**src/exu_params.svh**
```systemverilog
`ifndef EXU_PARAMS_SVH
`define EXU_PARAMS_SVH

// data path and pc width
`define XLEN 32

// rd index, x0..x31
`define REG_ADDRWIDTH 5

// csr address space
`define CSR_ADDRWIDTH 12

`define PC_STEP 4 // bytes per instruction, no compressed set

`endif

```
**src/exu_pkg.sv**
```systemverilog
`default_nettype none

package exu_pkg;

  // instruction class, picks the operand routing
  typedef enum logic [3:0] {
    EXC_NONE,
    EXC_OPREG,
    EXC_OPIMM,
    EXC_LOAD,
    EXC_STORE,
    EXC_BRANCH,
    EXC_JAL,
    EXC_JALR,
    EXC_AUIPC,
    EXC_LUI,
    EXC_CSR
  } exc_op_e;

  typedef enum logic [3:0] {
    ALU_ADD,
    ALU_SUB,
    ALU_SLL,
    ALU_SLT,
    ALU_SLTU,
    ALU_XOR,
    ALU_SRL,
    ALU_SRA,
    ALU_OR,
    ALU_AND
  } alu_op_e;

  typedef enum logic [2:0] {
    BR_BEQ,
    BR_BNE,
    BR_BLT,
    BR_BGE,
    BR_BLTU,
    BR_BGEU
  } br_op_e;

  typedef enum logic [1:0] {
    CSR_NONE,
    CSR_RW,
    CSR_RS,
    CSR_RC
  } csr_op_e;

endpackage

`default_nettype wire

```
**src/ex_issue_if.sv**
```systemverilog
`default_nettype none
`include "exu_params.svh"

interface ex_issue_if;

  logic                      valid;
  exu_pkg::exc_op_e          exc_op;
  exu_pkg::alu_op_e          alu_op;
  exu_pkg::br_op_e           br_op;
  exu_pkg::csr_op_e          csr_op;
  logic [`XLEN-1:0]          pc;
  logic [`XLEN-1:0]          op_a;       // already selected by class
  logic [`XLEN-1:0]          op_b;
  logic [`XLEN-1:0]          imm;
  logic [`XLEN-1:0]          rs1_data;   // raw, for jalr target and csr source
  logic [`XLEN-1:0]          csr_data;   // old csr value
  logic [`CSR_ADDRWIDTH-1:0] csr_addr;
  logic [4:0]                csr_uimm;
  logic                      csr_uimm_sel;
  logic [`REG_ADDRWIDTH-1:0] rd;
  logic                      pdt_taken;

  modport issue (
    output valid, exc_op, alu_op, br_op, csr_op, pc, op_a, op_b, imm, rs1_data,
           csr_data, csr_addr, csr_uimm, csr_uimm_sel, rd, pdt_taken
  );

  modport exec (
    input valid, exc_op, alu_op, br_op, csr_op, pc, op_a, op_b, imm, rs1_data,
          csr_data, csr_addr, csr_uimm, csr_uimm_sel, rd, pdt_taken
  );

endinterface

`default_nettype wire

```
**src/ex_result_if.sv**
```systemverilog
`default_nettype none
`include "exu_params.svh"

// combinational results of the instruction sitting in the issue register
interface ex_result_if;

  logic [`XLEN-1:0] alu_out;
  logic             cmp_out;
  logic [`XLEN-1:0] redirect_pc;
  logic             mispredict;
  logic             branch_taken;
  logic [`XLEN-1:0] csr_wdata;

  modport alu (output alu_out, cmp_out);

  modport branch (input cmp_out, output redirect_pc, mispredict, branch_taken);

  modport csr (output csr_wdata);

  modport sink (input alu_out, cmp_out, redirect_pc, mispredict, branch_taken, csr_wdata);

endinterface

`default_nettype wire

```
**src/ex_issue.sv**
```systemverilog
`default_nettype none
`include "exu_params.svh"

module ex_issue (
  input  logic                      clk,
  input  logic                      rst_n_i,
  input  logic                      in_valid_i,
  input  exu_pkg::exc_op_e          exc_op_i,
  input  exu_pkg::alu_op_e          alu_op_i,
  input  exu_pkg::br_op_e           br_op_i,
  input  exu_pkg::csr_op_e          csr_op_i,
  input  logic [`XLEN-1:0]          pc_i,
  input  logic [`XLEN-1:0]          rs1_data_i,
  input  logic [`XLEN-1:0]          rs2_data_i,
  input  logic [`XLEN-1:0]          imm_i,
  input  logic [`XLEN-1:0]          csr_data_i,
  input  logic [`CSR_ADDRWIDTH-1:0] csr_addr_i,
  input  logic [4:0]                csr_uimm_i,
  input  logic                      csr_uimm_sel_i,
  input  logic [`REG_ADDRWIDTH-1:0] rd_i,
  input  logic                      pdt_taken_i,
  input  logic                      mispredict_i, // from the instruction ahead
  ex_issue_if.issue                 iss_o
);

  logic [`XLEN-1:0] op_a;
  logic [`XLEN-1:0] op_b;
  logic [`XLEN-1:0] imm_upper;

  assign imm_upper = {imm_i[`XLEN-1:12], 12'b0}; // lui / auipc

  always_comb begin
    op_a = '0;
    op_b = '0;
    case (exc_op_i)
      exu_pkg::EXC_OPREG, exu_pkg::EXC_BRANCH: begin
        op_a = rs1_data_i;
        op_b = rs2_data_i;
      end
      exu_pkg::EXC_OPIMM, exu_pkg::EXC_LOAD, exu_pkg::EXC_STORE: begin
        op_a = rs1_data_i;
        op_b = imm_i;
      end
      exu_pkg::EXC_JAL, exu_pkg::EXC_JALR: begin
        op_a = pc_i; // link address
        op_b = `XLEN'(`PC_STEP);
      end
      exu_pkg::EXC_AUIPC: begin
        op_a = pc_i;
        op_b = imm_upper;
      end
      exu_pkg::EXC_LUI:  op_b = imm_upper;
      exu_pkg::EXC_CSR:  op_b = csr_data_i; // old value goes to rd
      default: ;
    endcase
  end

  // squash whatever arrives behind a mispredict
  always_ff @(posedge clk) begin
    if (!rst_n_i) begin
      iss_o.valid <= 1'b0;
    end else begin
      iss_o.valid <= in_valid_i & ~mispredict_i;
    end
  end

  always_ff @(posedge clk) begin
    iss_o.exc_op       <= exc_op_i;
    iss_o.alu_op       <= alu_op_i;
    iss_o.br_op        <= br_op_i;
    iss_o.csr_op       <= csr_op_i;
    iss_o.pc           <= pc_i;
    iss_o.op_a         <= op_a;
    iss_o.op_b         <= op_b;
    iss_o.imm          <= imm_i;
    iss_o.rs1_data     <= rs1_data_i;
    iss_o.csr_data     <= csr_data_i;
    iss_o.csr_addr     <= csr_addr_i;
    iss_o.csr_uimm     <= csr_uimm_i;
    iss_o.csr_uimm_sel <= csr_uimm_sel_i;
    iss_o.rd           <= rd_i;
    iss_o.pdt_taken    <= pdt_taken_i;
  end

  a_alu_op_known: assert property (
    @(posedge clk) disable iff (!rst_n_i) in_valid_i |-> !$isunknown(alu_op_i)
  );

endmodule

`default_nettype wire

```
**src/ex_alu.sv**
```systemverilog
`default_nettype none
`include "exu_params.svh"

module ex_alu (
  input  logic      clk,
  input  logic      rst_n_i,
  ex_issue_if.exec  iss_i,
  ex_result_if.alu  res_o
);

  logic [`XLEN-1:0] a;
  logic [`XLEN-1:0] b;
  logic [4:0]       shamt;
  logic             lt_s;
  logic             lt_u;
  logic             eq;

  assign a     = iss_i.op_a;
  assign b     = iss_i.op_b;
  assign shamt = b[4:0];

  // shared by slt/sltu and the branch compare
  assign lt_s = $signed(a) < $signed(b);
  assign lt_u = a < b;
  assign eq   = a == b;

  always_comb begin
    case (iss_i.alu_op)
      exu_pkg::ALU_ADD:  res_o.alu_out = a + b;
      exu_pkg::ALU_SUB:  res_o.alu_out = a - b;
      exu_pkg::ALU_SLL:  res_o.alu_out = a << shamt;
      exu_pkg::ALU_SLT:  res_o.alu_out = `XLEN'(lt_s);
      exu_pkg::ALU_SLTU: res_o.alu_out = `XLEN'(lt_u);
      exu_pkg::ALU_XOR:  res_o.alu_out = a ^ b;
      exu_pkg::ALU_SRL:  res_o.alu_out = a >> shamt;
      exu_pkg::ALU_SRA:  res_o.alu_out = $signed(a) >>> shamt;
      exu_pkg::ALU_OR:   res_o.alu_out = a | b;
      exu_pkg::ALU_AND:  res_o.alu_out = a & b;
      default:           res_o.alu_out = a + b;
    endcase
  end

  always_comb begin
    case (iss_i.br_op)
      exu_pkg::BR_BEQ:  res_o.cmp_out = eq;
      exu_pkg::BR_BNE:  res_o.cmp_out = ~eq;
      exu_pkg::BR_BLT:  res_o.cmp_out = lt_s;
      exu_pkg::BR_BGE:  res_o.cmp_out = ~lt_s;
      exu_pkg::BR_BLTU: res_o.cmp_out = lt_u;
      exu_pkg::BR_BGEU: res_o.cmp_out = ~lt_u;
      default:          res_o.cmp_out = 1'b0;
    endcase
  end

  // upstream must never issue a bubble marked valid
  a_no_none_class: assert property (
    @(posedge clk) disable iff (!rst_n_i) iss_i.valid |-> iss_i.exc_op != exu_pkg::EXC_NONE
  );

endmodule

`default_nettype wire

```
**src/ex_branch.sv**
```systemverilog
`default_nettype none
`include "exu_params.svh"

module ex_branch (
  input  logic        clk,
  input  logic        rst_n_i,
  ex_issue_if.exec    iss_i,
  ex_result_if.branch res_io,
  output logic        mispredict_o  // squash to ex_issue
);

  logic             is_br;
  logic             is_jalr;
  logic             is_jump;
  logic             taken;
  logic [`XLEN-1:0] jalr_sum;

  assign is_br   = iss_i.exc_op == exu_pkg::EXC_BRANCH;
  assign is_jalr = iss_i.exc_op == exu_pkg::EXC_JALR;
  assign is_jump = is_br | is_jalr | (iss_i.exc_op == exu_pkg::EXC_JAL);

  assign taken    = is_br ? res_io.cmp_out : is_jump; // jumps always taken
  assign jalr_sum = iss_i.rs1_data + iss_i.imm;

  always_comb begin
    if (iss_i.pdt_taken && !taken) begin
      res_io.redirect_pc = iss_i.pc + `XLEN'(`PC_STEP); // fall through
    end else if (is_jalr) begin
      res_io.redirect_pc = {jalr_sum[`XLEN-1:1], 1'b0};
    end else begin
      res_io.redirect_pc = iss_i.pc + iss_i.imm;
    end
  end

  assign mispredict_o        = iss_i.valid & is_jump & (taken != iss_i.pdt_taken);
  assign res_io.mispredict   = mispredict_o;
  assign res_io.branch_taken = taken;

  // the slot behind a mispredict comes up empty
  a_mispredict_squashes: assert property (
    @(posedge clk) disable iff (!rst_n_i) mispredict_o |=> !iss_i.valid
  );

endmodule

`default_nettype wire

```
**src/ex_csr.sv**
```systemverilog
`default_nettype none
`include "exu_params.svh"

module ex_csr (
  ex_issue_if.exec iss_i,
  ex_result_if.csr res_o
);

  logic [`XLEN-1:0] src;

  // csrrwi / csrrsi / csrrci take the zero-extended uimm
  assign src = iss_i.csr_uimm_sel ? `XLEN'(iss_i.csr_uimm) : iss_i.rs1_data;

  always_comb begin
    case (iss_i.csr_op)
      exu_pkg::CSR_RW: res_o.csr_wdata = src;
      exu_pkg::CSR_RS: res_o.csr_wdata = iss_i.csr_data | src;  // set bits
      exu_pkg::CSR_RC: res_o.csr_wdata = iss_i.csr_data & ~src; // clear bits
      default:         res_o.csr_wdata = iss_i.csr_data;
    endcase
  end

endmodule

`default_nettype wire

```
**src/ex_retire.sv**
```systemverilog
`default_nettype none
`include "exu_params.svh"

module ex_retire (
  input  logic                      clk,
  input  logic                      rst_n_i,
  ex_issue_if.exec                  iss_i,
  ex_result_if.sink                 res_i,
  output logic                      out_valid_o,
  output logic [`REG_ADDRWIDTH-1:0] rd_o,
  output logic [`XLEN-1:0]          result_o,
  output logic                      csr_we_o,
  output logic [`CSR_ADDRWIDTH-1:0] csr_addr_o,
  output logic [`XLEN-1:0]          csr_wdata_o,
  output logic                      branch_valid_o,
  output logic                      branch_taken_o,
  output logic                      redirect_valid_o,
  output logic [`XLEN-1:0]          redirect_pc_o
);

  logic is_csr_wr;
  logic is_jump;

  assign is_csr_wr = (iss_i.exc_op == exu_pkg::EXC_CSR) && (iss_i.csr_op != exu_pkg::CSR_NONE);
  assign is_jump   = iss_i.exc_op inside {exu_pkg::EXC_BRANCH, exu_pkg::EXC_JAL,
                                          exu_pkg::EXC_JALR};

  always_ff @(posedge clk) begin
    if (!rst_n_i) begin
      out_valid_o      <= 1'b0;
      csr_we_o         <= 1'b0;
      branch_valid_o   <= 1'b0;
      redirect_valid_o <= 1'b0;
    end else begin
      out_valid_o      <= iss_i.valid;
      csr_we_o         <= iss_i.valid & is_csr_wr;
      branch_valid_o   <= iss_i.valid & is_jump;
      redirect_valid_o <= res_i.mispredict; // valid already folded in
    end
  end

  // for csr the alu hands the old value through to rd
  always_ff @(posedge clk) begin
    rd_o           <= iss_i.rd;
    result_o       <= res_i.alu_out;
    csr_addr_o     <= iss_i.csr_addr;
    csr_wdata_o    <= res_i.csr_wdata;
    branch_taken_o <= res_i.branch_taken;
    redirect_pc_o  <= res_i.redirect_pc;
  end

  a_redirect_is_branch: assert property (
    @(posedge clk) disable iff (!rst_n_i) redirect_valid_o |-> branch_valid_o
  );

endmodule

`default_nettype wire

```
**src/exu_top.sv**
```systemverilog
`default_nettype none
`include "exu_params.svh"

module exu_top (
  input  logic                      clk,
  input  logic                      rst_n_i,
  input  logic                      in_valid_i,
  input  exu_pkg::exc_op_e          exc_op_i,
  input  exu_pkg::alu_op_e          alu_op_i,
  input  exu_pkg::br_op_e           br_op_i,
  input  exu_pkg::csr_op_e          csr_op_i,
  input  logic [`XLEN-1:0]          pc_i,
  input  logic [`XLEN-1:0]          rs1_data_i,
  input  logic [`XLEN-1:0]          rs2_data_i,
  input  logic [`XLEN-1:0]          imm_i,
  input  logic [`XLEN-1:0]          csr_data_i,
  input  logic [`CSR_ADDRWIDTH-1:0] csr_addr_i,
  input  logic [4:0]                csr_uimm_i,
  input  logic                      csr_uimm_sel_i,
  input  logic [`REG_ADDRWIDTH-1:0] rd_i,
  input  logic                      pdt_taken_i,
  output logic                      out_valid_o,
  output logic [`REG_ADDRWIDTH-1:0] rd_o,
  output logic [`XLEN-1:0]          result_o,
  output logic                      csr_we_o,
  output logic [`CSR_ADDRWIDTH-1:0] csr_addr_o,
  output logic [`XLEN-1:0]          csr_wdata_o,
  output logic                      branch_valid_o,
  output logic                      branch_taken_o,
  output logic                      redirect_valid_o,
  output logic [`XLEN-1:0]          redirect_pc_o
);

  ex_issue_if  iss_if ();
  ex_result_if res_if ();

  logic mispredict; // squash path, branch back to issue

  ex_issue u_issue (
    .clk            (clk),
    .rst_n_i        (rst_n_i),
    .in_valid_i     (in_valid_i),
    .exc_op_i       (exc_op_i),
    .alu_op_i       (alu_op_i),
    .br_op_i        (br_op_i),
    .csr_op_i       (csr_op_i),
    .pc_i           (pc_i),
    .rs1_data_i     (rs1_data_i),
    .rs2_data_i     (rs2_data_i),
    .imm_i          (imm_i),
    .csr_data_i     (csr_data_i),
    .csr_addr_i     (csr_addr_i),
    .csr_uimm_i     (csr_uimm_i),
    .csr_uimm_sel_i (csr_uimm_sel_i),
    .rd_i           (rd_i),
    .pdt_taken_i    (pdt_taken_i),
    .mispredict_i   (mispredict),
    .iss_o          (iss_if.issue)
  );

  ex_alu u_alu (
    .clk     (clk),
    .rst_n_i (rst_n_i),
    .iss_i   (iss_if.exec),
    .res_o   (res_if.alu)
  );

  ex_branch u_branch (
    .clk          (clk),
    .rst_n_i      (rst_n_i),
    .iss_i        (iss_if.exec),
    .res_io       (res_if.branch),
    .mispredict_o (mispredict)
  );

  ex_csr u_csr (
    .iss_i (iss_if.exec),
    .res_o (res_if.csr)
  );

  ex_retire u_retire (
    .clk              (clk),
    .rst_n_i          (rst_n_i),
    .iss_i            (iss_if.exec),
    .res_i            (res_if.sink),
    .out_valid_o      (out_valid_o),
    .rd_o             (rd_o),
    .result_o         (result_o),
    .csr_we_o         (csr_we_o),
    .csr_addr_o       (csr_addr_o),
    .csr_wdata_o      (csr_wdata_o),
    .branch_valid_o   (branch_valid_o),
    .branch_taken_o   (branch_taken_o),
    .redirect_valid_o (redirect_valid_o),
    .redirect_pc_o    (redirect_pc_o)
  );

endmodule

`default_nettype wire

```
**config.mk**
```make
export PLATFORM = sky130hd
export DESIGN_NAME = exu_top
export DESIGN_NICKNAME = d
export VERILOG_FILES = /design/src/exu_pkg.sv /design/src/ex_issue_if.sv /design/src/ex_result_if.sv /design/src/ex_issue.sv /design/src/ex_alu.sv /design/src/ex_branch.sv /design/src/ex_csr.sv /design/src/ex_retire.sv /design/src/exu_top.sv
export VERILOG_INCLUDE_DIRS = /design/src
export SDC_FILE = /design/constraint.sdc
export NUM_CORES = 1
export LEC_CHECK = 0
export CORE_ASPECT_RATIO = 0.6
export CORE_MARGIN = 2
export CORE_UTILIZATION = 35
export CTS_CLUSTER_SIZE = 14
export DETAILED_ROUTE_END_ITERATION = 10
export DONT_BUFFER_PORTS = 1
export PLACE_DENSITY = 0.49
export SLEW_MARGIN = 5
export SYNTH_ARGS = -nofsm -noshare
export SYNTH_HDL_FRONTEND = slang
export SYNTH_SLANG_ARGS = --single-unit
```
**constraint.sdc**
```tcl
create_clock -name clk -period 7.1 [get_ports clk]
set_clock_uncertainty 0.1 [all_clocks]
set_input_delay 0 -clock clk [delete_from_list [all_inputs] [get_ports clk]]
set_output_delay 0 -clock clk [all_outputs]
set_load 0.01 [all_outputs]
```
==> tab_implementation.tex, run 1 <==
\begin{tabular}{lr}
\hline
Metric & Value \\
\hline
\multicolumn{2}{l}{\textbf{STA}} \\
Number of setup violations in the final report & 0 \\
Normalized max-slew margin & 6.689\% \\
Setup TNS Final & 0 ps \\
Period Utilization, post-route & 79.85\% \\
Final Slew Violations & 0 \\
Post-route worst setup slack & 1431 ps \\
Final Hold Violating Endpoints & 0 \\
Maximum achievable frequency & 176.4 MHz \\
RSZ-0062 raised after global routing & no \\
Slew at the pin closest to its max-slew limit & 1400 ps \\
Final min period & 5669 ps \\
\multicolumn{2}{l}{\textbf{Drt}} \\
Mean routed wirelength per cell & 26.43 um \\
Total routed wirelength & 96380 um \\
Routed via count & 21710 \\
Via density & 5.954 \\
Residual antenna-violating net count after detailed routing & 0 \\
DRC violations left & 0 \\
Initial DRC Count & 2776 \\
Drt pass-1 iters & 7 \\
\multicolumn{2}{l}{\textbf{Cells and area}} \\
Layout-stage area growth over the synthesis result & 25.76\% \\
Fin area & 0.02725 sq mm \\
Fraction of layout cells with a size suffix above 1 & 6.813\% \\
Ant diodes & 0 \\
Multi-input gate area & 0.01343 sq mm \\
FF/Latch Area & 0.006974 sq mm \\
Layout net count & 3158 \\
Fillers & 5920 \\
\multicolumn{2}{l}{\textbf{Logic synthesis}} \\
Mapped Nets & 2876 \\
Top cell type by total area after synthesis & dfxtp\_1 \\
Count of distinct cell types in the synthesized netlist & 95 \\
Avg Synthesized Cell Area & 8.625 sq um \\
Register area share after synthesis & 32.15\% \\
Async S/R FF share, synth & 0\% \\
Total number of yosys warnings & 0 \\
Fraction of synthesized cell area taken by the top area cell type & 32.15\% \\
Area of the mapped netlist & 0.02167 sq mm \\
List of most frequent post-synthesis cells & dfxtp\_1, nor2\_1, a21oi\_1 \\
Total of flip-flops plus latches after synthesis & 348 \\
Number of standard cells after synthesis & 2512 \\
Most common cell in the synthesized netlist & dfxtp\_1 \\
Ys flop type & dfxtp\_1 \\
Count of flip-flops with a built-in enable after synthesis & 0 \\
Synth top area cells & dfxtp\_1, ha\_1, mux4\_2 \\
\multicolumn{2}{l}{\textbf{Placed design}} \\
Post-Place Cell Area & 0.02234 sq mm \\
Number of I/O port buffers & 0 \\
Placer Congestion & 1.010 \\
Worst slack after detailed placement & 1592 ps \\
HPWL reported at the end of detailed placement & 71510 um \\
\multicolumn{2}{l}{\textbf{Run}} \\
Max-capacitance violation count & 0 \\
\multicolumn{2}{l}{\textbf{Min path}} \\
Type of the tightest min-delay check & input port to register \\
Worst min-delay path endpoint & u\_issue.iss\_o.exc\_op[1] \\
Launch instance of the worst min-delay path & exc\_op\_i[1] \\
Hold path depth & 1 \\
\multicolumn{2}{l}{\textbf{Critical path}} \\
Worst reg2reg endpoint & u\_retire.redirect\_pc\_o[29] \\
Ordered cell list for the critical path & clkinv\_1 > ha\_1 > or3\_1 > o221ai\_1 > a21o\_1 > nor2\_1 > o31ai\_1 > o21ai\_1 > a21oi\_1 > mux2i\_1 > a21oi\_1 > ha\_2 > nand2b\_1 > or4\_1 > nand3\_1 > a211oi\_1 \\
Worst setup SP type & register \\
Cell with the largest stage delay on the worst path & ha\_1 \\
Delay contributed by the slowest stage of the critical path & 630 ps \\
Required time of the critical path & 7440 ps \\
Critical path type & register to register \\
Data arrival time of the critical path & 6000 ps \\
Worst reg2reg startpoint & u\_issue.iss\_o.op\_b[4] \\
Critical Path Fanout Max & 23 \\
Reg2Reg Depth & 16 \\
Most frequent cell on the critical path & a21oi\_1 \\
Flop-to-flop setup slack & 1430 ps \\
Endpoint type of the worst setup path & register \\
\multicolumn{2}{l}{\textbf{GRT}} \\
Maximum number of pins on one net before global-route repair & 67 \\
Global-route wire length before repair & 139200 um \\
GR Util All Layers & 29.11\% \\
Via count of the first global-routing pass & 20390 \\
Antenna violations before repair & 4 \\
Global-route congestion overflow total & 0 \\
\multicolumn{2}{l}{\textbf{Clocking}} \\
Htree depth & 2 \\
Number of hold-repair buffers added at the cts stage & 363 \\
Clock tree sinks & 348 \\
Clock latency on the worst-skew pair & 580 ps \\
Bufs on Longest Clock Path & 3 \\
Clock slew at the register clock pins of the worst setup and hold paths & 70 ps \\
Master cell of the clock root buffer & clkbuf\_16 \\
Post-CTS resize count & 0 \\
Number of buffers created by CTS & 38 \\
Post-CTS setup buffers & 0 \\
Clock tree from TritonCTS & yes \\
\multicolumn{2}{l}{\textbf{Power}} \\
Leakage power & 11.21 nW \\
Power density over the cells & 227.6 mW/mm\^{}2 \\
Max VDD drop & 165.1 uV \\
Total power & 0.006201 W \\
\multicolumn{2}{l}{\textbf{Run status}} \\
Status & complete, no violations \\
\multicolumn{2}{l}{\textbf{Die}} \\
Horizontal die dimension & 325.2 um \\
Overall die height & 196.7 um \\
Floorplan die area & 0.06398 sq mm \\
Placement row count & 70 \\
Number of top-level pins & 318 \\
Starting density of the core & 35.49\% \\
Placeable Area & 0.06105 sq mm \\
\hline
\end{tabular}
[sequential cells by signal, indices dropped and copies added (netlist names), 2 cells and up]
name                    flops
u_issue.iss_o.pc           32
u_issue.iss_o.op_a         32
u_issue.iss_o.alu_op        4
u_issue.iss_o.br_op         3
u_retire.csr_wdata_o       32
u_issue.iss_o.rs1_data     32
u_issue.iss_o.op_b         32
u_issue.iss_o.exc_op        4
u_retire.rd_o               5
u_retire.csr_addr_o        12
u_issue.iss_o.rd            5
u_retire.result_o          32
u_issue.iss_o.csr_op        2
u_issue.iss_o.csr_addr     12
u_issue.iss_o.imm          32
u_issue.iss_o.csr_data     32
u_retire.redirect_pc_o     32
u_issue.iss_o.csr_uimm      5
[metal layers]
| layer | share of wire, % | routed length (um) | track usage [%] |
|---|---|---|---|
| met1 | 48 | 46690 | 44.55 |
| met2 | 40 | 38420 | 40.61 |
| met3 | 9.3 | 8988 | 6.632 |
| met4 | 2.4 | 2275 | 6.807 |
| met5 | 0 | 0 | 0 |
[final cells by class]
class	instances	area share (%)
clock buffers	50	4.036
repair buffers	394	14.19
inverters	179	2.466
well taps	828	3.802
multi-input cells	1833	49.28
clock inverters	14	0.6291
flip-flops and latches	348	25.59
[how the worst max path moves through the flow]
stage / endpoint / startpoint / depth (start not counted)
after floorplan: u_retire.redirect_pc_o[29] / u_issue.iss_o.op_b[3] / 21
final: u_retire.redirect_pc_o[29] / u_issue.iss_o.op_b[4] / 16
after global placement: u_retire.redirect_pc_o[29] / u_issue.iss_o.op_b[4] / 16
after detailed placement: u_retire.redirect_pc_o[29] / u_issue.iss_o.op_b[4] / 16
after CTS: u_retire.redirect_pc_o[29] / u_issue.iss_o.op_b[4] / 16
after global routing: u_retire.redirect_pc_o[29] / u_issue.iss_o.op_b[4] / 16
[per-stage QoR]
stage | instances | hold WS, ps | util [%]
floorplan | 2512 | -72.28 | -
detailed placement | 3219 | -72.25 | 36.60
CTS | 3646 | 0.09093 | 44.64
global placement | 3219 | -72.24 | 36.60
global route | 3646 | 10.11 | 44.64
finish | 3646 | 33.21 | 44.64
[logic make-up (layout without fill, tap and decap cells)]
logic type / Yosys count / in the layout / synth area share, %
AO/OA/AOI/OAI: 830 / 830 / 26.33
XOR/XNOR: 87 / 87 / 3.517
adder cells (fa/ha/maj): 164 / 164 / 9.609
buffers and inverters: 331 / 637 / 6.156
flip-flops: 348 / 348 / 32.15
multiplexers: 97 / 97 / 7.969
AND/OR/NAND/NOR: 655 / 655 / 14.27
[report_power, final]
part	total, W	internal (W)	switching (W)
clock network	0.00210	0.00120	0.000891
registers	0.00236	0.00214	0.000220
logic	0.00175	0.000702	0.00105
total	0.00620	0.00404	0.00216
[cell usage in the layout, fill, tap and decap left out, types with 16 or more instances in the layout]
cell             n
dlygate4sd3_1  363
dfxtp_1        344
nor2_1         217
a21oi_1        197
inv_1          172
nand2_1        163
ha_1           159
o21ai_0        121
a21o_1          59
mux4_2          57
nand2b_1        54
xnor2_1         47
nor3_1          46
o221ai_1        46
nand3_1         45
a211oi_1        41
clkbuf_16       41
xor2_1          40
o21ai_1         38
a22o_1          33
a222oi_1        31
buf_4           31
mux2i_1         30
o21bai_1        23
nand4_1         23
a22oi_1         21
a221oi_1        21
o22ai_1         20
o211ai_1        19
or3_1           19
o21a_1          18
and3_1          17
nor2b_1         16
o31ai_1         16
[critical path, delay by kind of cell (launching register included)]
family          cells  cell delay (ps)
buf+inv             1              530
compound gates      7             1500
simple gates        5             1760
flops               1              340
mux                 1              280
fa+ha+maj           2              980
(Power assumes the default switching activity.)
==> run 2, diff against run 1 <==
- PLACE_DENSITY: 0.49 -> 0.51
- clock period: 7.1 -> 5 ns (I/O delays scaled with it)
==> run 2 against run 1 <==
Sequential power increased by 41%. Final cell count increased by 1.4%. Worst setup slack got worse by 1100 ps. Via count increased by 1.4%. Register-to-register slack got worse by 1100 ps. Sequential cell count unchanged. Wire length increased by 1.1%. Core utilization increased by 0.60 points. First-iteration DRC count increased by 0.72%. Largest power group unchanged. Combinational power increased by 47%. Total power increased by 41%. Highest routed layer unchanged. Fmax increased by 22%.
==> tab_implementation.tex, run 2 (synthesis gave the netlist of run 1 again) <==
\begin{tabular}{lr}
\hline
Metric & Value \\
\hline
\multicolumn{2}{l}{\textbf{STA}} \\
Slew at the pin closest to its max-slew limit & 1254 ps \\
Normalized max-slew margin & 15.70\% \\
Number of setup violations in the final report & 0 \\
Final Slew Violations & 0 \\
Period Utilization, post-route & 92.74\% \\
Maximum achievable frequency & 215.7 MHz \\
Setup TNS Final & 0 ps \\
Final min period & 4637 ps \\
RSZ-0062 raised after global routing & no \\
Final Hold Violating Endpoints & 0 \\
\multicolumn{2}{l}{\textbf{Clocking}} \\
Number of buffers created by CTS & 36 \\
Post-CTS setup buffers & 0 \\
Post-CTS resize count & 0 \\
Clock latency on the worst-skew pair & 610 ps \\
Clock slew at the register clock pins of the worst setup and hold paths & 70 ps \\
Htree depth & 2 \\
Bufs on Longest Clock Path & 3 \\
Clock tree sinks & 348 \\
Master cell of the clock root buffer & clkbuf\_16 \\
Clock tree from TritonCTS & yes \\
\multicolumn{2}{l}{\textbf{Drt}} \\
Initial DRC Count & 2796 \\
Via density & 5.952 \\
Residual antenna-violating net count after detailed routing & 0 \\
Drt pass-1 iters & 6 \\
Routed via count & 22010 \\
Mean routed wirelength per cell & 26.36 um \\
DRC violations left & 0 \\
Total routed wirelength & 97450 um \\
\multicolumn{2}{l}{\textbf{Die}} \\
Starting density of the core & 35.49\% \\
Overall die height & 196.7 um \\
Placeable Area & 0.06105 sq mm \\
Placement row count & 70 \\
Number of top-level pins & 318 \\
Floorplan die area & 0.06398 sq mm \\
Horizontal die dimension & 325.2 um \\
\multicolumn{2}{l}{\textbf{Placed design}} \\
Placed cell count & 3260 \\
Placer Congestion & 0.9837 \\
Number of I/O port buffers & 0 \\
HPWL reported at the end of detailed placement & 72080 um \\
\multicolumn{2}{l}{\textbf{Power}} \\
Leakage power & 11.41 nW \\
Sw Pwr & 0.003072 W \\
Share of power burned in registers & 37.9\% \\
Internal cell power & 0.005685 W \\
Fraction of power consumed by combinational cells & 29.3\% \\
Switch share & 35.08\% \\
Max VDD drop & 210.9 uV \\
Power density over the cells & 317.1 mW/mm\^{}2 \\
Clk network pwr share & 32.8\% \\
\multicolumn{2}{l}{\textbf{Run}} \\
Max-capacitance violation count & 0 \\
\multicolumn{2}{l}{\textbf{Critical path}} \\
Critical Path Fanout Max & 10 \\
Required time of the critical path & 5380 ps \\
Count of buffer and inverter cells on the critical path & 2 \\
Worst setup SP type & register \\
Endpoint type of the worst setup path & register \\
Worst path top cell family by delay & compound AO/OA/AOI/OAI gates \\
Data arrival time of the critical path & 5010 ps \\
Most frequent cell on the critical path & a21oi\_1 \\
Ordered cell list for the critical path & inv\_1 > ha\_1 > or3\_1 > o221ai\_1 > a21o\_1 > nor2\_1 > o31ai\_1 > o21ai\_1 > a21oi\_1 > mux2i\_1 > a21oi\_1 > ha\_2 > o311a\_1 > dlygate4sd3\_1 \\
Cell count along the critical path & 14 \\
Critical path type & register to register \\
Flop-to-flop setup slack & 360 ps \\
Delay contributed by the slowest stage of the critical path & 560 ps \\
Reg2Reg Depth & 14 \\
Cell with the largest stage delay on the worst path & dlygate4sd3\_1 \\
\multicolumn{2}{l}{\textbf{GRT}} \\
Global-route congestion overflow total & 0 \\
Antenna violations before repair & 1 \\
Via count of the first global-routing pass & 21030 \\
GR Util All Layers & 29.48\% \\
Global-route wire length before repair & 141400 um \\
Maximum number of pins on one net before global-route repair & 66 \\
\multicolumn{2}{l}{\textbf{Cells and area}} \\
Layout net count & 3208 \\
Ant diodes & 0 \\
Leading cell type in the layout, fill and taps excluded & dlygate4sd3\_1 \\
Fillers & 5900 \\
Layout-stage area growth over the synthesis result & 27.46\% \\
Count of placed standard cells in the final layout, fillers left out & 3697 \\
Fraction of layout cells with a size suffix above 1 & 8.017\% \\
Commonest cells after routing, fill and taps aside & dlygate4sd3\_1, dfxtp\_1, nor2\_1 \\
\multicolumn{2}{l}{\textbf{Min path}} \\
Type of the tightest min-delay check & input port to register \\
Hold path depth & 3 \\
\multicolumn{2}{l}{\textbf{Run status}} \\
Status & complete, no violations \\
\hline
\end{tabular}
## run 2: cell types whose count changed in the layout (fill, tap and decap cells not counted), moves of 2 or more
cell | before | now
clkbuf_16 | 41 | 37
clkinvlp_4 | 2 | 4
buf_4 | 31 | 72
dlygate4sd3_1 | 363 | 374
## run 2: metrics by stage
stage	instance area (sq um)	utilization, %	hold slack [ps]	setup slack, ps	power [W]
3_3_place_gp	22650	37.10	-72.24	618.6	0.005590
5_1_grt	27620	45.24	18.33	88.30	0.009131
4_1_cts	27610	45.23	8.106	415.6	0.008732
2_1_floorplan	21670	-	-72.28	69.56	0.004815
3_5_place_dp	22650	37.10	-72.25	544.1	0.005587
6_report	27620	45.24	45.84	363.1	0.008757
## run 2: routing by layer
metal | GRT usage, % | wire length, um
met1 | 43.07 | 45090
met4 | 7.836 | 2419
met3 | 9.531 | 10880
met5 | 0 | 0
met2 | 41.08 | 39050
## run 2: power by group through the flow
stage / registers, W / logic (W) / clock network, W
finish: 0.00332 / 0.00257 / 0.00287
floorplan: 0.00329 / 0.00153 / 0
global route: 0.00334 / 0.00275 / 0.00304
CTS: 0.00332 / 0.00248 / 0.00293
detailed placement: 0.00338 / 0.00221 / 0
global placement: 0.00338 / 0.00221 / 0
## run 2: layout make-up
type                    count  area [sq um]  share of cell area [%]
multi-input cells        1833         13430                   48.63
flip-flops and latches    348          6974                   25.25
repair buffers            446          4284                   15.51
well taps                 828          1036                   3.751
clock buffers              48          1017                   3.683
inverters                 179         671.9                   2.433
clock inverters            15         203.9                  0.7385
## run 2: final timing paths
path                         start                      to
max reg2reg  u_issue.iss_o.op_a[3]     u_issue.iss_o.valid
min reg2reg    u_issue.iss_o.rd[2]        u_retire.rd_o[2]
max          u_issue.iss_o.op_a[3]     u_issue.iss_o.valid
min                 rs2_data_i[12]  u_issue.iss_o.op_b[12]
## run 2: what timing repair did
action / 4_1_cts / 5_1_grt
endpoints found under the setup margin: 0 / 0
hold buffers: 374 / 0
endpoints found under the hold margin: 234 / 0
## run 2: worst reg2reg max path, delay by kind of cell (launching register included)
family                     cells  cell delay, ps
buffers and inverters          2             670
and+or+nand+nor                2             560
AOI/OAI and AO/OA              7            1670
muxes                          1             310
DFF                            1             500
adders and majority gates      2             710
==> run 3, diff against run 2 <==
- CORE_UTILIZATION: 35 -> 45
- PLACE_DENSITY: 0.51 -> 0.62
==> run 3 against run 2 <==
Clock-buffer cell count shrank 1. Worst hold slack lost 29 ps. Fmax grew 1.6%. Clock power shrank 5%. Register-to-register slack gained 70 ps. Die area shrank 22%. Sequential share of layout area grew 0.34 points. Wire length shrank 2.1%. Final cell count shrank 5.2%. First-iteration DRC count grew 5.1%. Total power shrank 1.7%. Via count grew 2.2%. Critical endpoint unchanged.
==> tab_implementation.tex, run 3 (synthesis gave the netlist of run 1 again) <==
\begin{tabular}{lr}
\hline
Metric & Value \\
\hline
\multicolumn{2}{l}{\textbf{GRT}} \\
Global-route congestion overflow total & 0 \\
Maximum number of pins on one net before global-route repair & 76 \\
Global-route wire length before repair & 139000 um \\
Antenna violations before repair & 2 \\
Via count of the first global-routing pass & 21070 \\
GR Util All Layers & 36.94\% \\
\multicolumn{2}{l}{\textbf{Drt}} \\
Routed via count & 22500 \\
Mean routed wirelength per cell & 27.22 um \\
Total routed wirelength & 95420 um \\
Via density & 6.418 \\
Residual antenna-violating net count after detailed routing & 0 \\
DRC violations left & 0 \\
Initial DRC Count & 2939 \\
Drt pass-1 iters & 8 \\
\multicolumn{2}{l}{\textbf{Die}} \\
Placement row count & 62 \\
Overall die height & 174.0 um \\
Floorplan die area & 0.04998 sq mm \\
Placeable Area & 0.04771 sq mm \\
Horizontal die dimension & 287.3 um \\
Starting density of the core & 45.42\% \\
Number of top-level pins & 318 \\
\multicolumn{2}{l}{\textbf{Clocking}} \\
Clock tree sinks & 348 \\
Clock slew at the register clock pins of the worst setup and hold paths & 70 ps \\
Clock tree from TritonCTS & yes \\
Number of buffers created by CTS & 36 \\
Post-CTS resize count & 0 \\
Bufs on Longest Clock Path & 3 \\
Master cell of the clock root buffer & clkbuf\_16 \\
Htree depth & 2 \\
Clock latency on the worst-skew pair & 550 ps \\
\multicolumn{2}{l}{\textbf{Critical path}} \\
Count of buffer and inverter cells on the critical path & 2 \\
Ordered cell list for the critical path & inv\_1 > ha\_1 > or3\_1 > nand4b\_1 > nor3\_1 > a21o\_1 > nor2\_1 > o31ai\_1 > o21ai\_1 > a21oi\_1 > mux2i\_1 > a21oi\_1 > ha\_2 > o311a\_1 > dlygate4sd3\_1 \\
Worst reg2reg startpoint & u\_issue.iss\_o.op\_b[15] \\
Worst setup SP type & register \\
Data arrival time of the critical path & 4900 ps \\
Required time of the critical path & 5340 ps \\
Worst path top cell family by delay & compound AO/OA/AOI/OAI gates \\
Most frequent cell on the critical path & a21oi\_1 \\
Critical path type & register to register \\
Flop-to-flop setup slack & 440 ps \\
Cell with the largest stage delay on the worst path & dlygate4sd3\_1 \\
Delay contributed by the slowest stage of the critical path & 570 ps \\
Endpoint type of the worst setup path & register \\
Critical Path Fanout Max & 4 \\
Reg2Reg Depth & 15 \\
Worst reg2reg endpoint & u\_issue.iss\_o.valid \\
\multicolumn{2}{l}{\textbf{Cells and area}} \\
End-of-flow core utilization & 57.12\% \\
Fraction of layout cells with a size suffix above 1 & 8.252\% \\
Fillers & 4197 \\
Layout-stage area growth over the synthesis result & 25.76\% \\
Commonest cells after routing, fill and taps aside & dlygate4sd3\_1, dfxtp\_1, nor2\_1 \\
Layout net count & 3200 \\
Leading cell type in the layout, fill and taps excluded & dlygate4sd3\_1 \\
\multicolumn{2}{l}{\textbf{STA}} \\
Maximum achievable frequency & 219.2 MHz \\
Number of setup violations in the final report & 0 \\
Final Hold Violating Endpoints & 0 \\
Final Slew Violations & 0 \\
Period Utilization, post-route & 91.25\% \\
Final min period & 4563 ps \\
RSZ-0062 raised after global routing & no \\
Setup TNS Final & 0 ps \\
Slew at the pin closest to its max-slew limit & 1148 ps \\
Normalized max-slew margin & 22.85\% \\
\multicolumn{2}{l}{\textbf{Run status}} \\
Status & complete, no violations \\
\multicolumn{2}{l}{\textbf{Power}} \\
Leakage power & 11.37 nW \\
Max VDD drop & 294.7 uV \\
Power density over the cells & 315.8 mW/mm\^{}2 \\
\multicolumn{2}{l}{\textbf{Placed design}} \\
HPWL reported at the end of detailed placement & 69490 um \\
Placer Congestion & 1.027 \\
Number of I/O port buffers & 0 \\
\multicolumn{2}{l}{\textbf{Min path}} \\
Type of the tightest min-delay check & input port to register \\
Hold path depth & 1 \\
Worst min-delay path endpoint & u\_issue.iss\_o.csr\_data[10] \\
Launch instance of the worst min-delay path & csr\_data\_i[10] \\
\multicolumn{2}{l}{\textbf{Run}} \\
Max-capacitance violation count & 0 \\
\hline
\end{tabular}
[run 3: layout make-up]
| class | instances | area (sq um) | share of cell area, % |
|---|---|---|---|
| Antenna cell | 5 | 12.51 | 0.04592 |
| Clock buffer | 47 | 982.2 | 3.605 |
| Clock inverter | 15 | 161.4 | 0.5923 |
| Inverter | 179 | 671.9 | 2.466 |
| Multi-Input combinational cell | 1833 | 13440 | 49.31 |
| Sequential cell | 348 | 6974 | 25.59 |
| Tap cell | 640 | 800.8 | 2.939 |
| Timing Repair Buffer | 438 | 4209 | 15.45 |
[run 3: worst reg2reg max path, stage by stage (launching register included)]
cell,delay (ps)
dfxtp_1,340
inv_1,60
ha_1,290
or3_1,530
nand4b_1,300
nor3_1,180
a21o_1,200
nor2_1,130
o31ai_1,290
o21ai_1,120
a21oi_1,340
mux2i_1,160
a21oi_1,200
ha_2,330
o311a_1,320
dlygate4sd3_1,570
[run 3: repair_timing]
action | CTS | global route
hold buffers | 358 | 0
buffers inserted | 0 | 0
endpoints found under the hold margin | 234 | 0
[run 3: how the worst max path moves through the flow]
stage / cells after the start / to / from
2_1_floorplan: 21 / u_retire.redirect_pc_o[29] / u_issue.iss_o.op_b[3]
3_3_place_gp: 17 / u_retire.redirect_pc_o[29] / u_issue.iss_o.op_b[15]
3_5_place_dp: 18 / u_retire.redirect_pc_o[30] / u_issue.iss_o.op_b[15]
4_1_cts: 15 / u_issue.iss_o.valid / u_issue.iss_o.op_b[15]
5_1_grt: 18 / u_retire.redirect_pc_o[30] / u_issue.iss_o.op_b[15]
6_report: 15 / u_issue.iss_o.valid / u_issue.iss_o.op_b[15]
[run 3: stage by stage]
| step | std cells | worst slack (ps) | instance area (sq um) | total power [W] | hold slack (ps) |
|---|---|---|---|---|---|
| 3_3_place_gp | 3080 | 641.4 | 22500 | 0.005564 | -72.24 |
| 5_1_grt | 3501 | 223.2 | 27240 | 0.008920 | 7.133 |
| 2_1_floorplan | 2512 | 69.56 | 21670 | 0.004815 | -72.28 |
| 6_report | 3505 | 437.4 | 27250 | 0.008606 | 16.42 |
| 3_5_place_dp | 3080 | 531.2 | 22500 | 0.005563 | -72.25 |
| 4_1_cts | 3500 | 518.5 | 27230 | 0.008497 | 1.550 |
[run 3: power by group]
part | switching, W | internal (W)
clock network | 0.00122 | 0.00150
logic | 0.00154 | 0.00105
registers | 0.000263 | 0.00304
total | 0.00302 | 0.00558
[run 3: per-layer routing]
layer | vias up | wire (um) | track usage [%]
li1 | 9933 | - | -
met1 | 10820 | 41980 | 53.47
met4 | 0 | 3369 | 11.63
met3 | 221 | 11570 | 10.85
met5 | - | 0 | 0
met2 | 1525 | 38500 | 52.34
